### config.mk
export PLATFORM = sky130hd
export DESIGN_NAME = i3c_test_wrapper
export DESIGN_NICKNAME = d
export VERILOG_FILES = /design/src/logic/i3c_pkg.sv /design/src/logic/i3c_byte_shifter.sv /design/src/logic/i3c_scl_timer.sv /design/src/logic/i3c_bus_harness.sv /design/src/logic/i3c_apb_regs.sv /design/src/logic/i3c_bus_fsm.sv /design/src/logic/i3c_target_regfile.sv /design/src/logic/i3c_test_wrapper.sv
export SDC_FILE = /design/constraint.sdc
export NUM_CORES = 1
export LEC_CHECK = 0
export BUFFER_PORTS_ARGS = -buffer_cell sky130_fd_sc_hd__clkbuf_2
export CAP_MARGIN = 10
export CORE_ASPECT_RATIO = 1.4
export CORE_MARGIN = 4
export CORE_UTILIZATION = 51
export CTS_CLUSTER_SIZE = 30
export DETAILED_ROUTE_END_ITERATION = 10
export GPL_TIMING_DRIVEN = 0
export PLACE_DENSITY_LB_ADDON = 0.3
export REMOVE_ABC_BUFFERS = 1
export SLEW_MARGIN = 20
export SYNTH_ARGS = -nofsm -noshare
export SYNTH_HDL_FRONTEND = slang
export SYNTH_SLANG_ARGS = --single-unit
### constraint.sdc
create_clock -name clk_i -period 1.9 [get_ports clk_i]
set_input_delay 0.475 -clock clk_i [delete_from_list [all_inputs] [get_ports clk_i]]
set_output_delay 0.475 -clock clk_i [all_outputs]
set_load 0.005 [all_outputs]
### src/logic/i3c_pkg.sv
// Shared timing, address, register map and bus structs; one byte per transfer, no I3C extras
package i3c_pkg;

    // clk_i cycles per SCL half period; the target needs at least two samples per phase
    localparam int unsigned SclHalfPeriod = 4;

    // Address of the register target on the shared bus
    localparam logic [6:0] TargetAddr = 7'h2A;

    // Devices on the bus: controller, register target, external pins
    localparam int unsigned NumBusDevices = 3;

    // APB byte offsets
    localparam logic [3:0] RegCtrl   = 4'h0;
    localparam logic [3:0] RegTx     = 4'h4;
    localparam logic [3:0] RegRx     = 4'h8;
    localparam logic [3:0] RegStatus = 4'hC;

    typedef struct packed {
        logic        psel;
        logic        penable;
        logic        pwrite;
        logic [3:0]  paddr;
        logic [31:0] pwdata;
    } apb_req_t;

    typedef struct packed {
        logic [31:0] prdata;
        logic        pready;
        logic        pslverr;
    } apb_rsp_t;

    // Command from the register block, start is a single-cycle pulse
    typedef struct packed {
        logic       start;
        logic       rnw;
        logic [6:0] addr;
        logic [7:0] wdata;
    } xfer_cmd_t;

    // Result back to the register block, done pulses as busy falls
    typedef struct packed {
        logic       busy;
        logic       done;
        logic       nack;
        logic [7:0] rdata;
    } xfer_sts_t;

    // Open-drain pair, 1 releases the line and 0 pulls it low
    typedef struct packed {
        logic sda;
        logic scl;
    } od_pins_t;

endpackage

### src/logic/i3c_byte_shifter.sv
// MSB-first 8-bit shifter, load has priority over shift
module i3c_byte_shifter (
    input  logic       clk_i,
    input  logic       rst_n_i,
    input  logic       load_i,
    input  logic [7:0] load_data_i,
    input  logic       shift_i,
    input  logic       bit_i,
    output logic       bit_o,
    output logic [7:0] data_o
);

    logic [7:0] data_q;

    always_ff @(posedge clk_i) begin
        if (!rst_n_i) begin
            data_q <= '0;
        end else if (load_i) begin
            data_q <= load_data_i;
        end else if (shift_i) begin
            // New bit enters at the LSB
            data_q <= {data_q[6:0], bit_i};
        end
    end

    assign bit_o  = data_q[7];
    assign data_o = data_q;

endmodule

### src/logic/i3c_scl_timer.sv
// Half-period tick generator, first tick a full SclHalfPeriod after enable; needs SclHalfPeriod >= 2
module i3c_scl_timer (
    input  logic clk_i,
    input  logic rst_n_i,
    input  logic en_i,
    output logic tick_o
);

    localparam int unsigned CntW = $clog2(i3c_pkg::SclHalfPeriod);
    localparam logic [CntW-1:0] Reload = CntW'(i3c_pkg::SclHalfPeriod - 1);

    logic [CntW-1:0] cnt_q;

    // Held at reload while disabled
    always_ff @(posedge clk_i) begin
        if (!rst_n_i || !en_i) begin
            cnt_q <= Reload;
        end else if (cnt_q == '0) begin
            cnt_q <= Reload;
        end else begin
            cnt_q <= cnt_q - 1'b1;
        end
    end

    assign tick_o = en_i && (cnt_q == '0);

endmodule

### src/logic/i3c_bus_harness.sv
// Wired-AND of open-drain drivers, an all-released bus reads high as with a pull-up
module i3c_bus_harness #(
    parameter int unsigned NumDevices = 3
) (
    input  i3c_pkg::od_pins_t dev_i [NumDevices],
    output i3c_pkg::od_pins_t bus_o
);

    always_comb begin
        // Pull-up when nobody drives
        bus_o.sda = 1'b1;
        bus_o.scl = 1'b1;
        for (int i = 0; i < NumDevices; i++) begin
            bus_o.sda = bus_o.sda & dev_i[i].sda;
            bus_o.scl = bus_o.scl & dev_i[i].scl;
        end
    end

endmodule

### src/logic/i3c_apb_regs.sv
// APB register block, no wait states; unmapped offsets and START while busy return pslverr
module i3c_apb_regs (
    input  logic                clk_i,
    input  logic                rst_n_i,
    input  i3c_pkg::apb_req_t   apb_req_i,
    output i3c_pkg::apb_rsp_t   apb_rsp_o,
    output i3c_pkg::xfer_cmd_t  cmd_o,
    input  i3c_pkg::xfer_sts_t  sts_i
);

    logic        access;
    logic        mapped;
    logic        start_req;
    logic        err;
    logic        wr_ok;
    logic        rd_status;
    logic [31:0] rdata;
    logic        start_q;
    logic        rnw_q;
    logic [6:0]  addr_q;
    logic [7:0]  tx_q;
    logic [7:0]  rx_q;
    logic        done_q;

    assign access = apb_req_i.psel && apb_req_i.penable;

    // Read mux and offset decode
    always_comb begin
        mapped = 1'b1;
        rdata  = '0;
        case (apb_req_i.paddr)
            i3c_pkg::RegCtrl:   rdata = {23'b0, addr_q, rnw_q, 1'b0};
            i3c_pkg::RegTx:     rdata = {24'b0, tx_q};
            i3c_pkg::RegRx:     rdata = {24'b0, rx_q};
            i3c_pkg::RegStatus: rdata = {29'b0, sts_i.nack, done_q, sts_i.busy};
            default:            mapped = 1'b0;
        endcase
    end

    assign start_req = access && apb_req_i.pwrite && apb_req_i.pwdata[0]
                       && (apb_req_i.paddr == i3c_pkg::RegCtrl);

    assign err = access && (!mapped || (start_req && sts_i.busy));
    assign wr_ok = access && apb_req_i.pwrite && !err;
    assign rd_status = access && !apb_req_i.pwrite && (apb_req_i.paddr == i3c_pkg::RegStatus);

    always_ff @(posedge clk_i) begin
        if (!rst_n_i) begin
            start_q <= 1'b0;
            rnw_q   <= 1'b0;
            addr_q  <= '0;
            tx_q    <= '0;
            rx_q    <= '0;
            done_q  <= 1'b0;
        end else begin
            start_q <= wr_ok && start_req;
            if (wr_ok && apb_req_i.paddr == i3c_pkg::RegCtrl) begin
                rnw_q  <= apb_req_i.pwdata[1];
                addr_q <= apb_req_i.pwdata[8:2];
            end
            if (wr_ok && apb_req_i.paddr == i3c_pkg::RegTx) begin
                tx_q <= apb_req_i.pwdata[7:0];
            end
            if (sts_i.done) begin
                rx_q <= sts_i.rdata;
            end
            // Sticky done, a new completion wins over a clearing read
            if (sts_i.done) begin
                done_q <= 1'b1;
            end else if (rd_status || (wr_ok && start_req)) begin
                done_q <= 1'b0;
            end
        end
    end

    assign cmd_o.start = start_q;
    assign cmd_o.rnw   = rnw_q;
    assign cmd_o.addr  = addr_q;
    assign cmd_o.wdata = tx_q;

    assign apb_rsp_o.prdata  = rdata;
    assign apb_rsp_o.pready  = 1'b1;
    assign apb_rsp_o.pslverr = err;

    // FSM sees each START request exactly once
    a_start_single: assert property (@(posedge clk_i) disable iff (!rst_n_i)
        cmd_o.start |=> !cmd_o.start);

endmodule

### src/logic/i3c_bus_fsm.sv
// Bus controller for one address byte and one data byte; no arbitration or clock stretching
module i3c_bus_fsm (
    input  logic                clk_i,
    input  logic                rst_n_i,
    input  i3c_pkg::xfer_cmd_t  cmd_i,
    output i3c_pkg::xfer_sts_t  sts_o,
    input  logic                tick_i,
    output logic                timer_en_o,
    input  i3c_pkg::od_pins_t   bus_i,
    output i3c_pkg::od_pins_t   pins_o
);

    typedef enum logic [2:0] {IDLE, START, ADDR, ADDR_ACK, DATA, DATA_ACK, STOP} state_e;

    state_e     state_q;
    logic [2:0] bit_cnt_q;
    logic       fall_q;
    logic       rnw_q;
    logic       nack_q;
    logic       done_q;
    logic       sda_q;
    logic       scl_q;
    logic [7:0] wdata_q;
    logic [7:0] rdata_q;
    logic       sh_load;
    logic       sh_shift;
    logic       sh_bit;
    logic [7:0] sh_load_data;
    logic [7:0] sh_data;

    // Address byte on START, data byte after an ACKed write address
    assign sh_load = (state_q == IDLE && cmd_i.start)
                     || (state_q == ADDR_ACK && tick_i && scl_q && !bus_i.sda && !rnw_q);
    assign sh_load_data = (state_q == IDLE) ? {cmd_i.addr, cmd_i.rnw} : wdata_q;
    assign sh_shift = tick_i && scl_q && (state_q == ADDR || state_q == DATA);

    i3c_byte_shifter i_shifter (
        .clk_i       (clk_i),
        .rst_n_i     (rst_n_i),
        .load_i      (sh_load),
        .load_data_i (sh_load_data),
        .shift_i     (sh_shift),
        .bit_i       (bus_i.sda),
        .bit_o       (sh_bit),
        .data_o      (sh_data)
    );

    always_ff @(posedge clk_i) begin
        if (state_q == IDLE && cmd_i.start) begin
            wdata_q <= cmd_i.wdata;
        end
    end

    // SCL toggles on ticks, SDA moves one cycle after SCL falls
    always_ff @(posedge clk_i) begin
        if (!rst_n_i) begin
            state_q   <= IDLE;
            bit_cnt_q <= '0;
            fall_q    <= 1'b0;
            rnw_q     <= 1'b0;
            nack_q    <= 1'b0;
            done_q    <= 1'b0;
            sda_q     <= 1'b1;
            scl_q     <= 1'b1;
            rdata_q   <= '0;
        end else begin
            done_q <= 1'b0;
            fall_q <= 1'b0;
            case (state_q)
                IDLE: begin
                    if (cmd_i.start) begin
                        rnw_q   <= cmd_i.rnw;
                        nack_q  <= 1'b0;
                        state_q <= START;
                    end
                end
                START: begin
                    if (tick_i && sda_q) begin
                        sda_q <= 1'b0;
                    end else if (tick_i) begin
                        scl_q     <= 1'b0;
                        fall_q    <= 1'b1;
                        bit_cnt_q <= '0;
                        state_q   <= ADDR;
                    end
                end
                ADDR, DATA: begin
                    // Read data is driven by the target
                    if (fall_q) begin
                        sda_q <= (state_q == DATA && rnw_q) ? 1'b1 : sh_bit;
                    end
                    if (tick_i) begin
                        scl_q <= !scl_q;
                        if (scl_q) begin
                            fall_q    <= 1'b1;
                            bit_cnt_q <= bit_cnt_q + 3'd1;
                            if (bit_cnt_q == 3'd7) begin
                                state_q <= (state_q == ADDR) ? ADDR_ACK : DATA_ACK;
                            end
                        end
                    end
                end
                ADDR_ACK: begin
                    if (fall_q) begin
                        sda_q <= 1'b1;
                    end
                    if (tick_i) begin
                        scl_q <= !scl_q;
                        if (scl_q) begin
                            fall_q  <= 1'b1;
                            nack_q  <= bus_i.sda;
                            state_q <= bus_i.sda ? STOP : DATA;
                        end
                    end
                end
                DATA_ACK: begin
                    // Released SDA is the NACK that ends a read
                    if (fall_q) begin
                        sda_q <= 1'b1;
                        if (rnw_q) begin
                            rdata_q <= sh_data;
                        end
                    end
                    if (tick_i) begin
                        scl_q <= !scl_q;
                        if (scl_q) begin
                            fall_q  <= 1'b1;
                            nack_q  <= !rnw_q && bus_i.sda;
                            state_q <= STOP;
                        end
                    end
                end
                STOP: begin
                    if (fall_q) begin
                        sda_q <= 1'b0;
                    end
                    if (tick_i && !scl_q) begin
                        scl_q <= 1'b1;
                    end else if (tick_i) begin
                        sda_q   <= 1'b1;
                        done_q  <= 1'b1;
                        state_q <= IDLE;
                    end
                end
                default: state_q <= IDLE;
            endcase
        end
    end

    assign timer_en_o = (state_q != IDLE);

    assign sts_o.busy  = (state_q != IDLE);
    assign sts_o.done  = done_q;
    assign sts_o.nack  = nack_q;
    assign sts_o.rdata = rdata_q;

    assign pins_o.sda = sda_q;
    assign pins_o.scl = scl_q;

    // Data moves only with SCL low, or START/STOP would appear on the bus
    a_sda_stable: assert property (@(posedge clk_i) disable iff (!rst_n_i)
        (!($past(state_q) inside {START, STOP}) && $changed(pins_o.sda))
        |-> (!pins_o.scl && !$past(pins_o.scl)));

endmodule

### src/logic/i3c_target_regfile.sv
// One-byte register target at TargetAddr; needs two clk_i samples per SCL phase, never stretches
module i3c_target_regfile (
    input  logic              clk_i,
    input  logic              rst_n_i,
    input  i3c_pkg::od_pins_t bus_i,
    output i3c_pkg::od_pins_t pins_o
);

    typedef enum logic [2:0] {T_IDLE, T_ADDR, T_ADDR_ACK, T_WDATA, T_WACK, T_RDATA} tstate_e;

    tstate_e           state_q;
    i3c_pkg::od_pins_t s1_q;
    i3c_pkg::od_pins_t s2_q;
    logic [3:0]        cnt_q;
    logic              sda_q;
    logic              rnw_q;
    logic [7:0]        mem_q;
    logic              start_det;
    logic              stop_det;
    logic              scl_rise;
    logic              scl_fall;
    logic              store;
    logic              sh_load;
    logic              sh_shift;
    logic              sh_bit;
    logic [7:0]        sh_data;

    always_ff @(posedge clk_i) begin
        if (!rst_n_i) begin
            s1_q <= '1;
            s2_q <= '1;
        end else begin
            s1_q <= bus_i;
            s2_q <= s1_q;
        end
    end

    // START and STOP are SDA edges with SCL high in both samples
    assign start_det = s2_q.scl && s1_q.scl && s2_q.sda && !s1_q.sda;
    assign stop_det  = s2_q.scl && s1_q.scl && !s2_q.sda && s1_q.sda;
    assign scl_rise  = !s2_q.scl && s1_q.scl;
    assign scl_fall  = s2_q.scl && !s1_q.scl;

    assign store    = (state_q == T_WDATA) && scl_fall && (cnt_q == 4'd8);
    assign sh_load  = (state_q == T_ADDR_ACK) && scl_fall && rnw_q;
    assign sh_shift = ((state_q == T_ADDR || state_q == T_WDATA) && scl_rise)
                      || ((state_q == T_RDATA) && scl_fall);

    i3c_byte_shifter i_shifter (
        .clk_i       (clk_i),
        .rst_n_i     (rst_n_i),
        .load_i      (sh_load),
        .load_data_i (mem_q),
        .shift_i     (sh_shift),
        .bit_i       (s1_q.sda),
        .bit_o       (sh_bit),
        .data_o      (sh_data)
    );

    always_ff @(posedge clk_i) begin
        if (store) begin
            mem_q <= sh_data;
        end
    end

    always_ff @(posedge clk_i) begin
        if (!rst_n_i) begin
            state_q <= T_IDLE;
            cnt_q   <= '0;
            sda_q   <= 1'b1;
            rnw_q   <= 1'b0;
        end else if (start_det) begin
            state_q <= T_ADDR;
            cnt_q   <= '0;
            sda_q   <= 1'b1;
        end else if (stop_det) begin
            state_q <= T_IDLE;
            sda_q   <= 1'b1;
        end else begin
            case (state_q)
                T_ADDR, T_WDATA: begin
                    if (scl_rise) begin
                        cnt_q <= cnt_q + 4'd1;
                    end
                    if (scl_fall && cnt_q == 4'd8) begin
                        cnt_q <= '0;
                        if (state_q == T_WDATA) begin
                            sda_q   <= 1'b0;
                            state_q <= T_WACK;
                        end else if (sh_data[7:1] == i3c_pkg::TargetAddr) begin
                            sda_q   <= 1'b0;
                            rnw_q   <= sh_data[0];
                            state_q <= T_ADDR_ACK;
                        end else begin
                            // Not ours, stay off the bus until the next START
                            state_q <= T_IDLE;
                        end
                    end
                end
                T_ADDR_ACK: begin
                    if (scl_fall) begin
                        sda_q   <= 1'b1;
                        state_q <= rnw_q ? T_RDATA : T_WDATA;
                    end
                end
                T_WACK: begin
                    if (scl_fall) begin
                        sda_q   <= 1'b1;
                        state_q <= T_IDLE;
                    end
                end
                T_RDATA: begin
                    if (scl_fall) begin
                        cnt_q <= cnt_q + 4'd1;
                        if (cnt_q == 4'd7) begin
                            state_q <= T_IDLE;
                        end
                    end
                end
                default: state_q <= T_IDLE;
            endcase
        end
    end

    // Stored byte goes out MSB first while reading
    assign pins_o.sda = (state_q == T_RDATA) ? sh_bit : sda_q;
    assign pins_o.scl = 1'b1;

endmodule

### src/logic/i3c_test_wrapper.sv
// Top with APB controller, register target and external pins on one bus; external pins idle at 1
module i3c_test_wrapper (
    input  logic              clk_i,
    input  logic              rst_n_i,
    input  i3c_pkg::apb_req_t apb_req_i,
    output i3c_pkg::apb_rsp_t apb_rsp_o,
    input  logic              ext_sda_i,
    input  logic              ext_scl_i,
    output logic              bus_sda_o,
    output logic              bus_scl_o
);

    i3c_pkg::xfer_cmd_t cmd;
    i3c_pkg::xfer_sts_t sts;
    logic               tick;
    logic               timer_en;
    i3c_pkg::od_pins_t  bus;
    i3c_pkg::od_pins_t  dev_pins [i3c_pkg::NumBusDevices];

    i3c_apb_regs i_regs (
        .clk_i     (clk_i),
        .rst_n_i   (rst_n_i),
        .apb_req_i (apb_req_i),
        .apb_rsp_o (apb_rsp_o),
        .cmd_o     (cmd),
        .sts_i     (sts)
    );

    i3c_bus_fsm i_fsm (
        .clk_i      (clk_i),
        .rst_n_i    (rst_n_i),
        .cmd_i      (cmd),
        .sts_o      (sts),
        .tick_i     (tick),
        .timer_en_o (timer_en),
        .bus_i      (bus),
        .pins_o     (dev_pins[0])
    );

    i3c_scl_timer i_timer (
        .clk_i   (clk_i),
        .rst_n_i (rst_n_i),
        .en_i    (timer_en),
        .tick_o  (tick)
    );

    i3c_target_regfile i_target (
        .clk_i   (clk_i),
        .rst_n_i (rst_n_i),
        .bus_i   (bus),
        .pins_o  (dev_pins[1])
    );

    // Third device is an outside model
    assign dev_pins[2].sda = ext_sda_i;
    assign dev_pins[2].scl = ext_scl_i;

    i3c_bus_harness #(
        .NumDevices (i3c_pkg::NumBusDevices)
    ) i_harness (
        .dev_i (dev_pins),
        .bus_o (bus)
    );

    assign bus_sda_o = bus.sda;
    assign bus_scl_o = bus.scl;

endmodule

==> summary.txt, run 1 <==
Place
  – Gpl congestion: roughly 0.81
  – IO Port Bufs: 31
  – Cells after DPL: around 610
  – HPWL after detailed placement: ~6700 um

Synthesis
  – Syn avg cell area: 9.42 um2
  – Post-Syn Area: ~4700 um2
  – Synth Area in Compound Gates: around an eighth
  – Ys async rst share: 0%
  – Mux cell area share after synthesis: 13.4%
  – Largest family of logic cells by synthesized area: simple AND/OR/NAND/NOR gates
  – Syn Inst Count: ~500
  – Synth Register Bits: 93
  – Synth Area in Adders: 1.59%
  – Simple-gate share of the synthesized area: between 10% and 20%
  – Ys Warns: 0
  – Top_reg_cell synth: dfxtp_1
  – Sequential share of the synthesized area: a little over two fifths
  – Yosys cell types: between 70 and 80
  – Post-synthesis xor/xnor area fraction: less than 1%
  – EDFF count, synth: 16

Pwr
  – Worst VDD drop: ~0.7 mV
  – Static Leak: 2.15 nW
  – Pwr Density: ~700 nW/um2

Timing
  – Minimum clock period: approximately 1.9 ns
  – Worst slew margin: roughly three fifths
  – Tcrit/Tclk final: between 90% and 100%
  – Fin. Hold Viols: 0
  – Hold Slack: between 0.3 and 0.4 ns
  – Max Slew Vio Count: 0
  – Layout Skew: between 0.005 and 0.006 ns
  – Achievable Freq: about 0.53 GHz
  – Unrepaired setup endpoints after global routing: yes
  – Endpoints failing setup: 0
  – Worst-Margin Slew: between 0.5 and 0.6 ns

Worst setup path
  – Flop-to-flop setup slack: 0.10 ns
  – Slowest-stage cell, CP: mux4_2
  – Critical path class: flip-flop to primary output
  – Cell Chain, Critical Path: mux4_2 -> and2_4 -> clkbuf_2
  – Slowest cell delay on critical path: 0.46 ns
  – CP max FO: 3
  – CP Capture Type: primary output
  – Setup crit start kind: flip-flop
  – Required time worst endpoint: 1.42 ns
  – Worst EP arrival: about 1.4 ns

GRT
  – Via count of the first global-routing pass: roughly 3.4k
  – GRT Util Overall: between 10% and 20%
  – First-pass GRT wire length: 16200 um
  – Gr ovfl total: 0
  – Maximum number of pins on one net before global-route repair: 39
  – Initial antenna violation count: 0

Die
  – Height of the die: 122 um
  – IO Count: 79
  – Die ar.: ~11000 um2
  – Row Count: between 40 and 50
  – Core area: approximately 9000 um2
  – Die width: roughly 90 um
  – Initial Utilization: 52.2%

Drt
  – Vias per inst: ~5.7
  – Routed vias: 3715
  – DRT Wirelength: between 10000 and 15000 um
  – Drt pass-1 iters: 5
  – DRC Markers: 0
  – DR WL/cell: between 15 and 20 um
  – Iter 0 DRT Violations: 332
  – DRT antenna net count: 0

Run
  – Max cap viols: 0

Clock tree
  – CTS Buf Count: 9
  – Clk root buf: clkbuf_16
  – Clk Latency, worst-skew pair: about 0.34 ns
  – TritonCTS clock tree: built
  – # clock sinks: 93
  – Longest Clk Path Bufs: 2
  – Reg clk slew, reported paths: roughly 0.060 ns
  – H-tree Lvls: 3

Min path
  – Hold WC Path Type: input pin to flip-flop

Final layout
  – # diodes: 0
  – Synth-to-layout area growth: 14.2%
  – Commonest non-fill, non-tap cell in the layout: nor2_1
  – Final net count: around 600
  – Post-route insts no fill: 651
  – Layout cells sized above 1: 23.3%
  – Most frequent cells in the layout: nor2_1, dfxtp_1, mux2i_1, nand2_1, clkbuf_2

Status
  – Outcome: finished clean
logic make-up after synthesis:
| logic type | Yosys count |
|---|---|
| fa+ha+maj | 6 |
| mux | 60 |
| simple gates | 181 |
| xor+xnor | 3 |
| compound gates | 88 |
| other cells | 2 |
| buf+inv | 68 |
| flops | 93 |
report_power, final:
| part | internal (mW) | switching [mW] | leakage [nW] |
|---|---|---|---|
| clock | 0.886 | 0.718 | 0.125 |
| combinational | 0.0641 | 0.105 | 1.26 |
| sequential | 2.00 | 0.0114 | 0.758 |
| total | 2.95 | 0.834 | 2.15 |
what timing repair did:
| item | 4_1_cts | 5_1_grt |
|---|---|---|
| pin swaps | 7 | 4 |
| endpoints found under the setup margin | 68 | 36 |
| setup buffers | 7 | 22 |
| hold buffers | 0 | 0 |
| resized for setup | 25 | 17 |
Yosys cell counts, drive strengths merged, types with 2 or more instances:
master / instances / area [um2]
a211oi: 2 / 15.0
a21o: 3 / 22.5
a21oi: 28 / 159
a22oi: 3 / 22.5
a311oi: 8 / 82.6
a31oi: 2 / 12.5
and2: 5 / 31.3
buf: 43 / 305
clkbuf: 13 / 50.0
conb: 2 / 7.51
dfxtp: 77 / 1540
edfxtp: 16 / 480
ha: 6 / 75.1
inv: 12 / 45.0
mux2: 7 / 78.8
mux2i: 51 / 510
mux4: 2 / 45.0
nand2: 37 / 146
nand2b: 8 / 50.1
nand3: 21 / 110
nand3b: 4 / 30.0
nand4: 4 / 46.3
nand4b: 2 / 17.5
nor2: 68 / 258
nor2b: 6 / 40.0
nor3: 11 / 71.3
nor3b: 2 / 15.0
nor4: 3 / 18.8
o2111ai: 2 / 17.5
o211ai: 2 / 15.0
o21ai: 21 / 135
o221ai: 2 / 17.5
o22ai: 2 / 12.5
o31ai: 3 / 22.5
or3: 3 / 28.8
xnor2: 3 / 33.8
registers in the layout, indices dropped and copies added (netlist names), 4 cells and up:
register / flops
i_fsm.i_shifter.data_o: 8
i_fsm.rdata_q: 8
i_fsm.wdata_q: 8
i_regs.rx_q: 8
i_regs.tx_q: 8
i_target.i_shifter.data_o: 8
i_target.mem_q: 8
i_regs.addr_q: 7
i_target.cnt_q: 4
layer usage:
metal	track usage, %	share of wire (%)	up-vias	wire [um]
met4	11.8	3.6	0	367
li1	-	-	1801	-
met1	22.9	40	1740	4140
met2	31.6	51	143	5230
met3	2.57	5.0	31	511
met5	0	0	-	0
worst paths after layout:
kind | start | depth (start not counted) | endpoint
worst max-delay path | i_regs.addr_q[0]$_SDFFE_PN0P_ | 3 | apb_rsp_o[4]
worst max register to register | i_target.cnt_q[0]$_SDFFE_PP0P_ | 5 | i_target.mem_q[4]$_DFFE_PP_
worst min-delay path | apb_req_i[8] | 3 | i_regs.addr_q[6]$_SDFFE_PN0P_
worst min register to register | i_timer.cnt_q[0]$_SDFF_PP1_ | 1 | i_timer.cnt_q[0]$_SDFF_PP1_
final cells by class:
type	instances	area [um2]
clock inverters	4	25.0
inverters	12	47.5
well taps	107	134
multi-input cells	362	2430
fillers	775	3640
flip-flops and latches	93	2050
repair buffers	61	459
clock buffers	12	236
critical path: cells and delay by family (launching register included):
kind                   cells  cell delay, ns
multiplexers               1            0.46
buffers and inverters      1            0.10
AND/OR/NAND/NOR            1            0.17
flip-flops                 1            0.33
stage by stage:
| stage | utilization (%) | setup TNS, ns | power [mW] | worst slack, ns | area [um2] |
|---|---|---|---|---|---|
| 3_5_place_dp | 52.7 | -10.68 | 2.21 | -0.479 | 4760 |
| 3_3_place_gp | 52.4 | -35.12 | 2.20 | -0.879 | 4730 |
| 4_1_cts | 57.3 | -0.0492 | 3.82 | -0.0357 | 5170 |
| 5_1_grt | 59.7 | -0.0214 | 3.93 | -0.0115 | 5390 |
| 6_report | 59.7 | 0 | 3.78 | 0.0283 | 5390 |
| 2_1_floorplan | - | -0.190 | 2.14 | -0.0229 | 4440 |
Note: power is estimated with default switching activity, not from simulation.
==> run 2, diff against run 1 <==
--- a/config.mk
+++ b/config.mk
@@ -8,7 +8,7 @@
 export BUFFER_PORTS_ARGS = -buffer_cell sky130_fd_sc_hd__clkbuf_2
 export CAP_MARGIN = 10
 export CORE_ASPECT_RATIO = 1.4
-export CORE_MARGIN = 4
+export CORE_MARGIN = 5
 export CORE_UTILIZATION = 51
 export CTS_CLUSTER_SIZE = 30
 export DETAILED_ROUTE_END_ITERATION = 10
==> run 2 against run 1 <==
Against the previous run: power about the same; die area is 3.9% higher; via count down 2.2%; register-to-register slack hardly changed; design area fell by 0.79%; maximum frequency grew 0.30%; non-clock buffer count shrank 4; routed wire length is 1.2% lower; clock-buffer cell count down 1; sequential power about the same; flip-flop and latch count unchanged; largest power group unchanged.
==> summary.txt, run 2 (synthesized netlist as in run 1, its figures left out) <==
Die
  – Initial Utilization: 52.2% (unchanged)
  – Die width: 91.3 um (was 89.3 um)
  – Height of the die: 124 um (was 122 um)
  – Core area: 9030 um2 (unchanged)
  – Row Count: 41 (unchanged)
  – IO Count: 79 (unchanged)
  – Die ar.: 11300 um2 (was 10900 um2)

Final layout
  – Layout cells sized above 1: 22.0% (was 23.3%)
  – Commonest non-fill, non-tap cell in the layout: dfxtp_1 (was nor2_1)
  – Post-route insts no fill: 647 (was 651)
  – Most frequent cells in the layout: dfxtp_1, nor2_1, mux2i_1, nand2_1, clkbuf_2 (was nor2_1, dfxtp_1, mux2i_1, nand2_1, clkbuf_2)
  – # diodes: 0 (unchanged)
  – Final net count: 584 (was 588)
  – Synth-to-layout area growth: 13.3% (was 14.2%)
  – Fillcell total: 808 (was 775)

Place
  – HPWL after detailed placement: 6860 um (was 6660 um)
  – IO Port Bufs: 31 (unchanged)
  – Gpl congestion: 0.822 (was 0.808)
  – Cells after DPL: 606 (unchanged)

Clock tree
  – Clk root buf: clkbuf_16 (unchanged)
  – # clock sinks: 93 (unchanged)
  – CTS Buf Count: 9 (unchanged)
  – H-tree Lvls: 3 (unchanged)
  – Clk Latency, worst-skew pair: 0.34 ns (about the same)
  – Reg clk slew, reported paths: 0.06 ns (about the same)
  – Longest Clk Path Bufs: 2 (unchanged)
  – Hold buffers post-CTS: 0 (unchanged)
  – TritonCTS clock tree: built (unchanged)

Worst setup path
  – CP Capture Type: primary output (unchanged)
  – Slowest cell delay on critical path: 0.45 ns (was 0.46 ns)
  – Crit. Startpoint: i_regs.rnw_q$_SDFFE_PN0P_ (was i_regs.addr_q[0]$_SDFFE_PN0P_)
  – Buffer and inverter count on the worst path: 1 (unchanged)
  – Worst EP arrival: 1.39 ns (was 1.40 ns)
  – FF-to-FF Start: i_fsm.state_q[0]$_SDFFE_PN0P_ (was i_target.cnt_q[0]$_SDFFE_PP0P_)
  – Critical path class: flip-flop to primary output (unchanged)
  – Setup crit start kind: flip-flop (unchanged)
  – Required time worst endpoint: 1.42 ns (about the same)
  – CP delay by family, top: multiplexers (unchanged)
  – Cell Chain, Critical Path: mux4_2 -> and2_1 -> clkbuf_2 (was mux4_2 -> and2_4 -> clkbuf_2)
  – Slowest-stage cell, CP: mux4_2 (unchanged)
  – CP max FO: 3 (unchanged)

Timing
  – Unrepaired setup endpoints after global routing: no (was yes)
  – Fin. Hold Viols: 0 (unchanged)
  – Worst-Margin Slew: 0.620 ns (was 0.587 ns)
  – Achievable Freq: 0.536 GHz (was 0.534 GHz)
  – Minimum clock period: 1.87 ns (about the same)
  – Worst slew margin: 58.7% (was 60.8%)
  – Tcrit/Tclk final: 98.2% (was 98.5%)
  – Max Slew Vio Count: 0 (unchanged)
  – Layout Skew: 0.00596 ns (was 0.00594 ns)
  – Endpoints failing setup: 0 (unchanged)
  – Hold Slack: 0.365 ns (was 0.375 ns)

GRT
  – Maximum number of pins on one net before global-route repair: 40 (was 39)
  – Via count of the first global-routing pass: 3565 (was 3449)
  – Gr ovfl total: 0 (unchanged)
  – GRT Util Overall: 18.3% (was 19.1%)
  – First-pass GRT wire length: 16900 um (was 16200 um)
  – Initial antenna violation count: 0 (unchanged)

Drt
  – DRC Markers: 0 (unchanged)
  – Routed vias: 3634 (was 3715)
  – DRT Wirelength: 10100 um (was 10300 um)
  – Vias per inst: 5.62 (was 5.71)
  – DR WL/cell: 15.7 um (about the same)
  – DRT antenna net count: 0 (unchanged)
  – Iter 0 DRT Violations: 408 (was 332)
  – Drt pass-1 iters: 5 (unchanged)

Run
  – Max cap viols: 0 (unchanged)

Pwr
  – Pwr Density: 707 nW/um2 (was 702 nW/um2)
  – Total Power: 3.78 mW (about the same)
  – Static Leak: 2.12 nW (was 2.15 nW)
  – Worst VDD drop: 0.538 mV (was 0.718 mV)

Min path
  – Hold_sp: apb_req_i[8] (unchanged)
  – Hold WC Path Type: input pin to flip-flop (unchanged)

Status
  – Outcome: finished clean (unchanged)
run 2: cell types whose count changed in the layout (fill, tap and decap cells not counted), moves of 2 or more:
cell and change:
dfxtp_2 -5, clkinv_2 +2, clkbuf_2 +2, dfxtp_1 +5, and2_1 +2, and2_4 -2, buf_4 -4
run 2: final cells by class:
| class | instances | area, um2 | area share (%) |
|---|---|---|---|
| well taps | 107 | 134 | 2.50 |
| clock inverters | 5 | 27.5 | 0.515 |
| inverters | 12 | 47.5 | 0.890 |
| repair buffers | 57 | 413 | 7.72 |
| multi-input cells | 362 | 2440 | 45.7 |
| flip-flops and latches | 93 | 2050 | 38.3 |
| clock buffers | 11 | 233 | 4.35 |
run 2: metrics by stage:
stage	setup TNS (ns)	util, %	cell area, um2	worst slack (ns)
3_3_place_gp	-34.55	52.4	4730	-0.856
2_1_floorplan	-0.190	-	4440	-0.0229
3_5_place_dp	-10.45	52.7	4760	-0.465
5_1_grt	0	59.2	5350	0.00305
6_report	0	59.2	5350	0.0338
4_1_cts	-0.0266	57.1	5160	-0.0266
run 2: what timing repair did:
item	CTS	global route
buffers inserted	8	17
pin swaps	5	4
resized for setup	25	8
endpoints found under the setup margin	65	46
run 2: worst paths after layout:
path / to / slack [ns] / cells past startpoint
max: apb_rsp_o[3] / 0.03 / 3
min: i_regs.addr_q[6]$_SDFFE_PN0P_ / 0.36 / 3
max reg2reg: i_regs.addr_q[5]$_SDFFE_PN0P_ / 0.11 / 6
min reg2reg: i_timer.cnt_q[0]$_SDFF_PP1_ / 0.38 / 1
run 2: worst reg2reg max path, stage by stage (launching register included):
cell and delay (ns):
dfxtp_4 0.39, or3_4 0.40, buf_4 0.21, nand2_1 0.13, nand4_4 0.23, mux2i_1 0.25
nor2_1 0.07
run 2: routing by layer:
metal,wire [um],global-route usage [%],up-vias
met5,0,0,-
met4,193,7.98,0
met3,485,3.38,17
met2,5270,33.9,106
met1,4180,20.3,1721
li1,-,-,1790
run 2: where the power goes:
| part | total (mW) | internal, mW | switching, mW |
|---|---|---|---|
| Combinational | 0.166 | 0.0618 | 0.104 |
| Clock | 1.61 | 0.878 | 0.728 |
| Sequential | 2.01 | 2.00 | 0.0111 |
